==> src/design/dma_defs.svh <==
// ----------------------------------------------------------
// global sizes for the DMA frontend
// addresses and byte counts share one width; ids are 32 bits
// queue depths are not checked against the burst engine
// ----------------------------------------------------------
`ifndef DMA_DEFS_SVH
`define DMA_DEFS_SVH

// address, byte count, stride and repetition width
`define DMA_ADDR_WIDTH 32

// transfer id width, also the status response width
`define DMA_ID_WIDTH 32

// 2D jobs waiting behind the one being split
`define DMA_JOB_DEPTH 4

// bursts in flight at the engine
`define DMA_TRACK_DEPTH 8

// tag width of the accelerator bus
`define DMA_TAG_WIDTH 5

`endif

==> src/design/dma_cmd_pkg.sv <==
// ----------------------------------------------------------
// command side types of the accelerator bus
// opcodes 6 and 7 are unused and answered with an error
// ----------------------------------------------------------
`include "dma_defs.svh"

package dma_cmd_pkg;

    // compact opcode set, stands in for the RISC-V encodings
    typedef enum logic [2:0] {
        OP_SRC  = 3'd0,
        OP_DST  = 3'd1,
        OP_STR  = 3'd2,
        OP_REP  = 3'd3,
        OP_CPY  = 3'd4,
        OP_STAT = 3'd5
    } dma_op_e;

    // request strobed by the core
    // OP_CPY: arga = bytes, argb[1] = 2D
    // OP_STAT: argb[1:0] = status index
    typedef struct packed {
        dma_op_e                    op;
        logic [`DMA_TAG_WIDTH-1:0]  tag;
        logic [`DMA_ADDR_WIDTH-1:0] arga;
        logic [`DMA_ADDR_WIDTH-1:0] argb;
    } acc_req_t;

    // response back to the core
    typedef struct packed {
        logic [`DMA_TAG_WIDTH-1:0] tag;
        logic [31:0]               data;
        logic                      error;
    } acc_rsp_t;

endpackage

==> src/design/dma_xfer_pkg.sv <==
// ----------------------------------------------------------
// transfer side types between decoder, splitter and tracker
// no cache or burst-type attributes, all bursts are INCR
// ----------------------------------------------------------
`include "dma_defs.svh"

package dma_xfer_pkg;

    // one 2D job as handed over by the decoder
    typedef struct packed {
        logic [`DMA_ID_WIDTH-1:0]   id;
        logic [`DMA_ADDR_WIDTH-1:0] src;
        logic [`DMA_ADDR_WIDTH-1:0] dst;
        logic [`DMA_ADDR_WIDTH-1:0] num_bytes;
        logic [`DMA_ADDR_WIDTH-1:0] stride_src;
        logic [`DMA_ADDR_WIDTH-1:0] stride_dst;
        logic [`DMA_ADDR_WIDTH-1:0] num_repetitions;
        logic                       is_twod;
    } twod_req_t;

    // one 1D burst toward the engine
    typedef struct packed {
        logic [`DMA_ADDR_WIDTH-1:0] src;
        logic [`DMA_ADDR_WIDTH-1:0] dst;
        logic [`DMA_ADDR_WIDTH-1:0] num_bytes;
        // final burst of its job
        logic                       last;
    } burst_req_t;

endpackage

==> src/design/dma_fifo.sv <==
// ----------------------------------------------------------
// small synchronous FIFO, head visible without a pop
// push while full and pop while empty are dropped
// ----------------------------------------------------------
`timescale 1ns/1ps
`include "dma_defs.svh"

module dma_fifo #(
    parameter type         payload_t = logic,
    parameter int unsigned depth     = `DMA_JOB_DEPTH
) (
    input  logic     clk_i,
    input  logic     rst_n_i,
    input  logic     push_i,
    input  payload_t data_i,
    input  logic     pop_i,
    output payload_t data_o,
    output logic     empty_o,
    output logic     full_o
);

    localparam int unsigned ptr_w   = (depth > 1) ? $clog2(depth) : 1;
    localparam int unsigned count_w = $clog2(depth + 1);

    payload_t           mem_q [depth];
    logic [ptr_w-1:0]   wr_ptr_q;
    logic [ptr_w-1:0]   rd_ptr_q;
    logic [count_w-1:0] count_q;
    logic               do_push;
    logic               do_pop;

    assign empty_o = (count_q == '0);
    assign full_o  = (count_q == count_w'(depth));
    assign do_push = push_i & ~full_o;
    assign do_pop  = pop_i & ~empty_o;
    assign data_o  = mem_q[rd_ptr_q];

    always_ff @(posedge clk_i) begin
        if (!rst_n_i) begin
            wr_ptr_q <= '0;
            rd_ptr_q <= '0;
            count_q  <= '0;
        end else begin
            if (do_push) begin
                wr_ptr_q <= (wr_ptr_q == ptr_w'(depth - 1)) ? '0 : wr_ptr_q + 1'b1;
            end
            if (do_pop) begin
                rd_ptr_q <= (rd_ptr_q == ptr_w'(depth - 1)) ? '0 : rd_ptr_q + 1'b1;
            end
            case ({do_push, do_pop})
                2'b10:   count_q <= count_q + 1'b1;
                2'b01:   count_q <= count_q - 1'b1;
                default: count_q <= count_q;
            endcase
        end
    end

    // storage
    always_ff @(posedge clk_i) begin
        if (do_push) begin
            mem_q[wr_ptr_q] <= data_i;
        end
    end

endmodule

==> src/design/dma_cmd_decoder.sv <==
// ----------------------------------------------------------
// command decoder with shadow descriptor and id counters
// copy and status answer one cycle later
// configuration ops give no answer
// a copy into a full job queue is refused with an error
// ----------------------------------------------------------
`timescale 1ns/1ps
`include "dma_defs.svh"

module dma_cmd_decoder
    import dma_cmd_pkg::*;
    import dma_xfer_pkg::*;
(
    input  logic      clk_i,
    input  logic      rst_n_i,
    input  logic      acc_req_valid_i,
    input  acc_req_t  acc_req_i,
    output logic      acc_rsp_valid_o,
    output acc_rsp_t  acc_rsp_o,
    output logic      job_valid_o,
    output twod_req_t job_o,
    input  logic      job_full_i,
    input  logic      xfer_done_i,
    output logic      busy_o
);

    twod_req_t                shadow_q;
    twod_req_t                shadow_d;
    logic [`DMA_ID_WIDTH-1:0] next_id_q;
    logic [`DMA_ID_WIDTH-1:0] completed_id_q;
    logic                     rsp_valid_d;
    acc_rsp_t                 rsp_d;

    // in flight as long as some id has not come back
    assign busy_o = (next_id_q != completed_id_q);

    // ----------------------------------------------------------
    // decode
    // ----------------------------------------------------------
    always_comb begin
        shadow_d        = shadow_q;
        job_valid_o     = 1'b0;
        job_o           = shadow_q;
        job_o.id        = next_id_q;
        job_o.num_bytes = acc_req_i.arga;
        job_o.is_twod   = acc_req_i.argb[1];
        rsp_valid_d     = 1'b0;
        rsp_d           = '0;
        rsp_d.tag       = acc_req_i.tag;
        rsp_d.error     = 1'b1;

        if (acc_req_valid_i) begin
            case (acc_req_i.op)
                OP_SRC: shadow_d.src = acc_req_i.arga;
                OP_DST: shadow_d.dst = acc_req_i.arga;
                OP_STR: begin
                    shadow_d.stride_src = acc_req_i.arga;
                    shadow_d.stride_dst = acc_req_i.argb;
                end
                OP_REP: shadow_d.num_repetitions = acc_req_i.arga;
                OP_CPY: begin
                    rsp_valid_d = 1'b1;
                    // refused copy keeps data zero and the error bit
                    if (!job_full_i) begin
                        job_valid_o = 1'b1;
                        rsp_d.data  = next_id_q;
                        rsp_d.error = 1'b0;
                    end
                end
                OP_STAT: begin
                    rsp_valid_d = 1'b1;
                    rsp_d.error = 1'b0;
                    case (acc_req_i.argb[1:0])
                        2'd0:    rsp_d.data = completed_id_q;
                        2'd1:    rsp_d.data = next_id_q;
                        2'd2:    rsp_d.data = {{31{1'b0}}, busy_o};
                        default: rsp_d.data = {{31{1'b0}}, job_full_i};
                    endcase
                end
                // unknown opcode answered with an error and the strobed tag
                default: rsp_valid_d = 1'b1;
            endcase
        end
    end

    // ----------------------------------------------------------
    // state
    // ----------------------------------------------------------
    always_ff @(posedge clk_i) begin
        if (!rst_n_i) begin
            shadow_q        <= '0;
            next_id_q       <= '0;
            completed_id_q  <= '0;
            acc_rsp_valid_o <= 1'b0;
        end else begin
            shadow_q        <= shadow_d;
            acc_rsp_valid_o <= rsp_valid_d;
            if (job_valid_o) begin
                next_id_q <= next_id_q + 1'b1;
            end
            if (xfer_done_i) begin
                completed_id_q <= completed_id_q + 1'b1;
            end
        end
    end

    // response payload
    always_ff @(posedge clk_i) begin
        acc_rsp_o <= rsp_d;
    end

endmodule

==> src/design/dma_twod_splitter.sv <==
// ----------------------------------------------------------
// 2D splitter, one burst per issue cycle
// addresses advance by adding the strides, no multiplier
// num_repetitions of 0 or 1 behaves as a 1D copy
// ----------------------------------------------------------
`timescale 1ns/1ps
`include "dma_defs.svh"

module dma_twod_splitter
    import dma_xfer_pkg::*;
(
    input  logic       clk_i,
    input  logic       rst_n_i,
    input  logic       job_valid_i,
    input  twod_req_t  job_i,
    output logic       job_full_o,
    output logic       burst_valid_o,
    output burst_req_t burst_o,
    input  logic       track_full_i
);

    twod_req_t                  head_job;
    logic                       job_empty;
    logic                       job_pop;
    twod_req_t                  cur_q;
    logic                       cur_valid_q;
    logic [`DMA_ADDR_WIDTH-1:0] rem_q;
    logic                       cur_last;
    logic                       issue;

    // ----------------------------------------------------------
    // job queue
    // ----------------------------------------------------------
    dma_fifo #(
        .payload_t ( twod_req_t     ),
        .depth     ( `DMA_JOB_DEPTH )
    ) i_job_fifo (
        .clk_i   ( clk_i       ),
        .rst_n_i ( rst_n_i     ),
        .push_i  ( job_valid_i ),
        .data_i  ( job_i       ),
        .pop_i   ( job_pop     ),
        .data_o  ( head_job    ),
        .empty_o ( job_empty   ),
        .full_o  ( job_full_o  )
    );

    assign cur_last = (rem_q == `DMA_ADDR_WIDTH'(1));
    assign issue    = cur_valid_q & ~track_full_i;
    // load when idle or right after the last burst leaves
    assign job_pop  = ~job_empty & (~cur_valid_q | (issue & cur_last));

    // ----------------------------------------------------------
    // current job
    // ----------------------------------------------------------
    always_ff @(posedge clk_i) begin
        if (!rst_n_i) begin
            cur_valid_q <= 1'b0;
            rem_q       <= '0;
        end else if (job_pop) begin
            cur_valid_q <= 1'b1;
            if (head_job.is_twod && (head_job.num_repetitions > `DMA_ADDR_WIDTH'(1))) begin
                rem_q <= head_job.num_repetitions;
            end else begin
                rem_q <= `DMA_ADDR_WIDTH'(1);
            end
        end else if (issue) begin
            if (cur_last) begin
                cur_valid_q <= 1'b0;
            end else begin
                rem_q <= rem_q - 1'b1;
            end
        end
    end

    // running addresses
    always_ff @(posedge clk_i) begin
        if (job_pop) begin
            cur_q <= head_job;
        end else if (issue) begin
            cur_q.src <= cur_q.src + cur_q.stride_src;
            cur_q.dst <= cur_q.dst + cur_q.stride_dst;
        end
    end

    assign burst_valid_o     = cur_valid_q;
    assign burst_o.src       = cur_q.src;
    assign burst_o.dst       = cur_q.dst;
    assign burst_o.num_bytes = cur_q.num_bytes;
    assign burst_o.last      = cur_last;

endmodule

==> src/design/dma_burst_tracker.sv <==
// ----------------------------------------------------------
// registers issued bursts toward the engine
// completions must arrive in issue order, one per burst
// ----------------------------------------------------------
`timescale 1ns/1ps
`include "dma_defs.svh"

module dma_burst_tracker
    import dma_xfer_pkg::*;
(
    input  logic       clk_i,
    input  logic       rst_n_i,
    input  logic       burst_valid_i,
    input  burst_req_t burst_i,
    output logic       track_full_o,
    output logic       burst_valid_o,
    output burst_req_t burst_o,
    input  logic       burst_done_i,
    output logic       xfer_done_o
);

    logic flag_head;
    logic flag_empty;
    logic issue;

    assign issue = burst_valid_i & ~track_full_o;

    // one last flag per outstanding burst
    dma_fifo #(
        .payload_t ( logic            ),
        .depth     ( `DMA_TRACK_DEPTH )
    ) i_last_fifo (
        .clk_i   ( clk_i        ),
        .rst_n_i ( rst_n_i      ),
        .push_i  ( issue        ),
        .data_i  ( burst_i.last ),
        .pop_i   ( burst_done_i ),
        .data_o  ( flag_head    ),
        .empty_o ( flag_empty   ),
        .full_o  ( track_full_o )
    );

    assign xfer_done_o = burst_done_i & ~flag_empty & flag_head;

    always_ff @(posedge clk_i) begin
        if (!rst_n_i) begin
            burst_valid_o <= 1'b0;
        end else begin
            burst_valid_o <= issue;
        end
    end

    always_ff @(posedge clk_i) begin
        if (issue) begin
            burst_o <= burst_i;
        end
    end

endmodule

==> src/design/dma_tc_top.sv <==
// ----------------------------------------------------------
// tightly-coupled DMA frontend
// all strobes are single cycle without back-pressure
// the engine answers every burst once, in order
// ----------------------------------------------------------
`timescale 1ns/1ps
`include "dma_defs.svh"

module dma_tc_top
    import dma_cmd_pkg::*;
    import dma_xfer_pkg::*;
(
    input  logic       clk_i,
    input  logic       rst_n_i,
    input  logic       acc_req_valid_i,
    input  acc_req_t   acc_req_i,
    output logic       acc_rsp_valid_o,
    output acc_rsp_t   acc_rsp_o,
    output logic       burst_valid_o,
    output burst_req_t burst_o,
    input  logic       burst_done_i,
    output logic       busy_o
);

    logic       job_valid;
    twod_req_t  job;
    logic       job_full;
    logic       split_valid;
    burst_req_t split_burst;
    logic       track_full;
    logic       xfer_done;

    // input side
    dma_cmd_decoder i_cmd_decoder (
        .clk_i           ( clk_i           ),
        .rst_n_i         ( rst_n_i         ),
        .acc_req_valid_i ( acc_req_valid_i ),
        .acc_req_i       ( acc_req_i       ),
        .acc_rsp_valid_o ( acc_rsp_valid_o ),
        .acc_rsp_o       ( acc_rsp_o       ),
        .job_valid_o     ( job_valid       ),
        .job_o           ( job             ),
        .job_full_i      ( job_full        ),
        .xfer_done_i     ( xfer_done       ),
        .busy_o          ( busy_o          )
    );

    // 2D expansion
    dma_twod_splitter i_twod_splitter (
        .clk_i         ( clk_i       ),
        .rst_n_i       ( rst_n_i     ),
        .job_valid_i   ( job_valid   ),
        .job_i         ( job         ),
        .job_full_o    ( job_full    ),
        .burst_valid_o ( split_valid ),
        .burst_o       ( split_burst ),
        .track_full_i  ( track_full  )
    );

    // output side
    dma_burst_tracker i_burst_tracker (
        .clk_i         ( clk_i         ),
        .rst_n_i       ( rst_n_i       ),
        .burst_valid_i ( split_valid   ),
        .burst_i       ( split_burst   ),
        .track_full_o  ( track_full    ),
        .burst_valid_o ( burst_valid_o ),
        .burst_o       ( burst_o       ),
        .burst_done_i  ( burst_done_i  ),
        .xfer_done_o   ( xfer_done     )
    );

endmodule

==> config.mk <==
export PLATFORM = sky130hd
export DESIGN_NAME = dma_tc_top
export DESIGN_NICKNAME = d
export VERILOG_FILES = /design/src/design/dma_cmd_pkg.sv /design/src/design/dma_xfer_pkg.sv /design/src/design/dma_fifo.sv /design/src/design/dma_cmd_decoder.sv /design/src/design/dma_twod_splitter.sv /design/src/design/dma_burst_tracker.sv /design/src/design/dma_tc_top.sv
export VERILOG_INCLUDE_DIRS = /design/src /design/src/design
export SDC_FILE = /design/constraint.sdc
export NUM_CORES = 2
export LEC_CHECK = 0
export BUFFER_PORTS_ARGS = -buffer_cell sky130_fd_sc_hd__buf_2
export CAP_MARGIN = 20
export CELL_PAD_IN_SITES_DETAIL_PLACEMENT = 1
export CELL_PAD_IN_SITES_GLOBAL_PLACEMENT = 1
export CORE_AREA = 5 5 465 467
export CTS_CLUSTER_DIAMETER = 60
export DETAILED_ROUTE_END_ITERATION = 12
export DIE_AREA = 0 0 470 472
export PLACE_DENSITY = 0.56
export SKIP_LAST_GASP = 1
export SLEW_MARGIN = 25
export SYNTH_ARGS = -nofsm -noshare
export SYNTH_HDL_FRONTEND = slang
export SYNTH_SLANG_ARGS = --single-unit
==> constraint.sdc <==
create_clock -name clk_i -period 7.21 [get_ports clk_i]
set_input_delay 1.442 -clock clk_i [delete_from_list [all_inputs] [get_ports clk_i]]
set_output_delay 1.442 -clock clk_i [all_outputs]
set_load 0.005 [all_outputs]
==> impl_metrics.py <==
metrics = {
    "timing": {
        "rsz0062_at_grt": "false",
        "min_period_over_period": 0.6320,
        "fin_skew_ps": 89.64,
        "max-slew-margin-rel": 0.3222,
        "maxSlewViolCount": 0,
        "fmax_ghz": 0.2195,
        "min_period_ps": 4557,
        "worst_pin_slew_ps": 1017,
        "tns_ps": 0,
        "final-setup-viol-count": 0,
        "hold_violations": 0,
        "timing.hold.ws_ps": 421.5,
    },
    "setup_path": {
        "worst_r2r_path_depth": 11,
        "slowest_delay_ps": 780,
        "required_ps": 7710,
        "path_buf_inv": 2,
        "startpoint_type": "flop",
        "regToRegEndpoint": "i_twod_splitter.burst_o[63]",
        "r2r_setup_slack_ps": 2650,
        "cp_common_cell": "o21ai_0",
        "cp_slowest_cell": "inv_8",
        "regToRegStartpoint": "i_twod_splitter.rem_q[0]",
        "critPathMaxFanout": 105,
        "crit_arrival_ps": 5060,
        "critPathCaptureType": "flop",
        "crit_family": "simple AND/OR/NAND/NOR gates",
        "critical_path.cell_chain": "ha_1 -> or4b_1 -> nor4_2 -> and4_4 -> a21bo_4 -> nand2b_4 -> inv_8 -> buf_4 -> o21ai_0 -> a41oi_1 -> o21ai_0",
        "crit_type": "reg2reg",
    },
    "finish": {
        "drive_gt1_frac": 0.1928,
        "final_util": 0.2946,
        "syn_to_final_growth_pct": 18.63,
        "nNetsFinal": 3839,
        "final_cells": 6642,
        "fill_cells": 22300,
    },
    "yosys": {
        "netlist_instances": 3430,
        "synth_area_per_cell_um2": 15.29,
        "yosysTopAreaCellShare": 0.5936,
        "synth-edff-count": 1037,
        "synthMuxAreaShare": 0.08510,
        "yosys-top-cells-count": "edfxtp_1, nand2_1, dfxtp_1",
        "synth_compound_area_frac": 0.06230,
        "synthArstFlopShare": 0,
        "yosysTopAreaCell": "edfxtp_1",
        "synth.net_count": 3589,
        "yosys.area_share.simple": 0.07641,
        "syn_area_um2": 52460,
        "synth-xor-area-share": 0.02421,
        "synthAdderAreaFrac": 0.02037,
        "ys.flop_type": "edfxtp_1",
        "yosys_warnings": 0,
        "synth_top_cells_by_area": "edfxtp_1, dfxtp_1, mux4_2",
        "synth.most_common_cell": "edfxtp_1",
        "ys_types": 85,
        "ys_ff_latch": 1356,
        "synth_top_family_by_area": "multiplexers",
        "synth_seq_area_share": 0.7153,
    },
    "clock_network": {
        "postCtsSetupBuffers": 0,
        "ctsHoldBuffers": 0,
        "insertion_delay_ps": 810,
        "post_cts_resize_count": 0,
        "cts.sinks": 1356,
        "clock-root-buffer": "clkbuf_16",
        "ctsLongestPathBuffers": 3,
        "cts_htree_levels": 4,
        "cts_inserted_buffers": 154,
        "path_clk_slew_ps": 60,
        "cts_tree": "yes",
    },
    "drt": {
        "drt_iter0_drc": 1964,
        "routed_via_density": 4.508,
        "drtPass1Iterations": 5,
        "vias": 29940,
        "ant_nets": 0,
        "drcViolationCount": 0,
        "routed_wl_mm": 144.1,
        "wl_per_cell_um": 21.69,
    },
    "die": {
        "die_w_um": 470,
        "dieArea_um2": 221800,
        "die_y_um": 472,
        "initial_utilization": 0.2483,
        "num_rows": 169,
        "ios": 214,
        "core_um2": 211200,
    },
    "global_routing": {
        "grt-ovfl-total": 0,
        "busiest_layer": "met2",
        "grt.total_usage": 0.1267,
        "grt_pass1_vias": 31430,
        "grtUsageMet1": 0.1702,
        "grt_max_degree": 140,
        "met2_usage": 0.2070,
        "grt_first_pass_wirelength_mm": 212.1,
        "use_met3": 0.02794,
        "antenna_found_initial": 28,
    },
    "min_path": {
        "hold_depth": 0,
        "hp-class": "reg2reg",
        "holdPathEnd": "i_burst_tracker.burst_o[6]",
        "min_from": "i_twod_splitter.burst_o[6]",
    },
    "pwr": {
        "p_per_area_nw_per_um2": 401.9,
        "power_leakage_nw": 20.24,
        "max-vdd-ir-drop_mv": 0.3843,
    },
    "outcome": {
        "outcome": "finished clean",
    },
    "placement": {
        "dpl.hpwl_mm": 88.61,
        "port_buffers": 213,
        "dp.cells": 6343,
        "gp_congestion": 0.7694,
    },
    "job": {
        "maxCapViolations": 0,
    },
}
## power breakdown
part	total [mW]	internal, mW	switching, mW
combinational	6.60	2.49	4.11
clock	7.99	4.64	3.36
sequential	10.4	9.82	0.600
total	25.0	16.9	8.07
## flip-flops by register name, indices dropped and copies added, names as in the netlist, 32 cells and up, named ones only
register / flops
i_twod_splitter.i_job_fifo.mem_q: 772
i_cmd_decoder.job_o: 160
i_burst_tracker.burst_o: 97
i_twod_splitter.burst_o: 96
i_twod_splitter.cur_q: 64
i_cmd_decoder.acc_rsp_o: 38
i_cmd_decoder.completed_id_q: 32
i_cmd_decoder.next_id_q: 32
i_twod_splitter.rem_q: 32
## area by class of cell
| class | count | area [um^2] | area share |
|---|---|---|---|
| Antenna cell | 9 | 22.52 | 0.0003619 |
| Clock buffer | 207 | 4184 | 0.06723 |
| Clock inverter | 81 | 1094 | 0.01757 |
| Inverter | 46 | 192.7 | 0.003096 |
| Multi-Input combinational cell | 1869 | 14150 | 0.2273 |
| Sequential cell | 1356 | 37530 | 0.6031 |
| Tap cell | 2821 | 3530 | 0.05672 |
| Timing Repair Buffer | 253 | 1531 | 0.02461 |
## stage by stage
stage               power, mW  worst slack (ps)  instance area, um^2
finish                  25.01              2653                62230
floorplan               15.02              2028                52470
CTS                     25.40              2459                62160
global placement        17.15              2548                56850
detailed placement      17.26              2508                56880
global route            26.44              2288                62220
## cells in the final DEF, fill, tap and decap left out, types with 11 or more instances in the layout
cell type | synthesis | routed
clkinv_16 | 0 | 11
mux4_2 | 196 | 196
a21oi_1 | 283 | 283
xnor2_1 | 78 | 78
inv_1 | 44 | 43
a22oi_1 | 34 | 34
buf_2 | 30 | 213
nand2_1 | 461 | 459
nor4_1 | 18 | 17
dfxtp_1 | 319 | 317
a21o_1 | 31 | 31
and3_1 | 22 | 22
nor3_1 | 39 | 37
clkbuf_16 | 0 | 155
clkbuf_8 | 0 | 11
and2_1 | 16 | 12
ha_1 | 79 | 79
buf_4 | 4 | 28
bufinv_16 | 0 | 13
clkinv_2 | 1 | 25
nand4_1 | 29 | 29
nor2_1 | 185 | 180
clkbuf_1 | 112 | 41
nand3_1 | 39 | 38
or3_1 | 21 | 21
o21ai_0 | 86 | 86
xor2_1 | 67 | 67
edfxtp_1 | 1037 | 1037
o211ai_1 | 11 | 11
clkinv_1 | 0 | 12
a221oi_1 | 11 | 11
## how the worst max path moves through the flow
stage / start / endpoint / slack, ps / cells past startpoint
5_1_grt: i_twod_splitter.rem_q[0] / i_twod_splitter.burst_o[63] / 2290 / 11
6_report: i_twod_splitter.rem_q[0] / i_twod_splitter.burst_o[63] / 2650 / 11
3_5_place_dp: i_twod_splitter.rem_q[0] / i_twod_splitter.burst_o[63] / 2510 / 11
3_3_place_gp: i_twod_splitter.rem_q[1] / i_twod_splitter.burst_o[63] / 2550 / 12
2_1_floorplan: acc_req_i[70] / i_twod_splitter.i_job_fifo.mem_q[0][0] / 2030 / 5
4_1_cts: i_twod_splitter.rem_q[0] / i_twod_splitter.burst_o[63] / 2460 / 11
## cells by family (layout without fill, tap and decap cells)
logic type,count (synthesis),after routing
multiplexers,201,201
adder cells (fa/ha/maj),83,83
AND/OR/NAND/NOR,892,892
XOR/XNOR,145,145
AO/OA/AOI/OAI,548,548
flip-flops,1356,1356
other,0,9
buffers and inverters,205,587
## per-layer routing
layer	up-vias	wire, um
li1	13550	-
met3	181	7321
met4	12	3305
met5	-	82
met2	579	68050
met1	15630	65290
## worst reg2reg max path: stages (launching register included)
cell and delay (ps):
dfxtp_1 410, ha_1 170, or4b_1 500, nor4_2 300, and4_4 360, a21bo_4 170, nand2b_4 430, inv_8 790
buf_4 630, o21ai_0 210, a41oi_1 180, o21ai_0 100
Note: power is estimated with default switching activity, not from simulation.
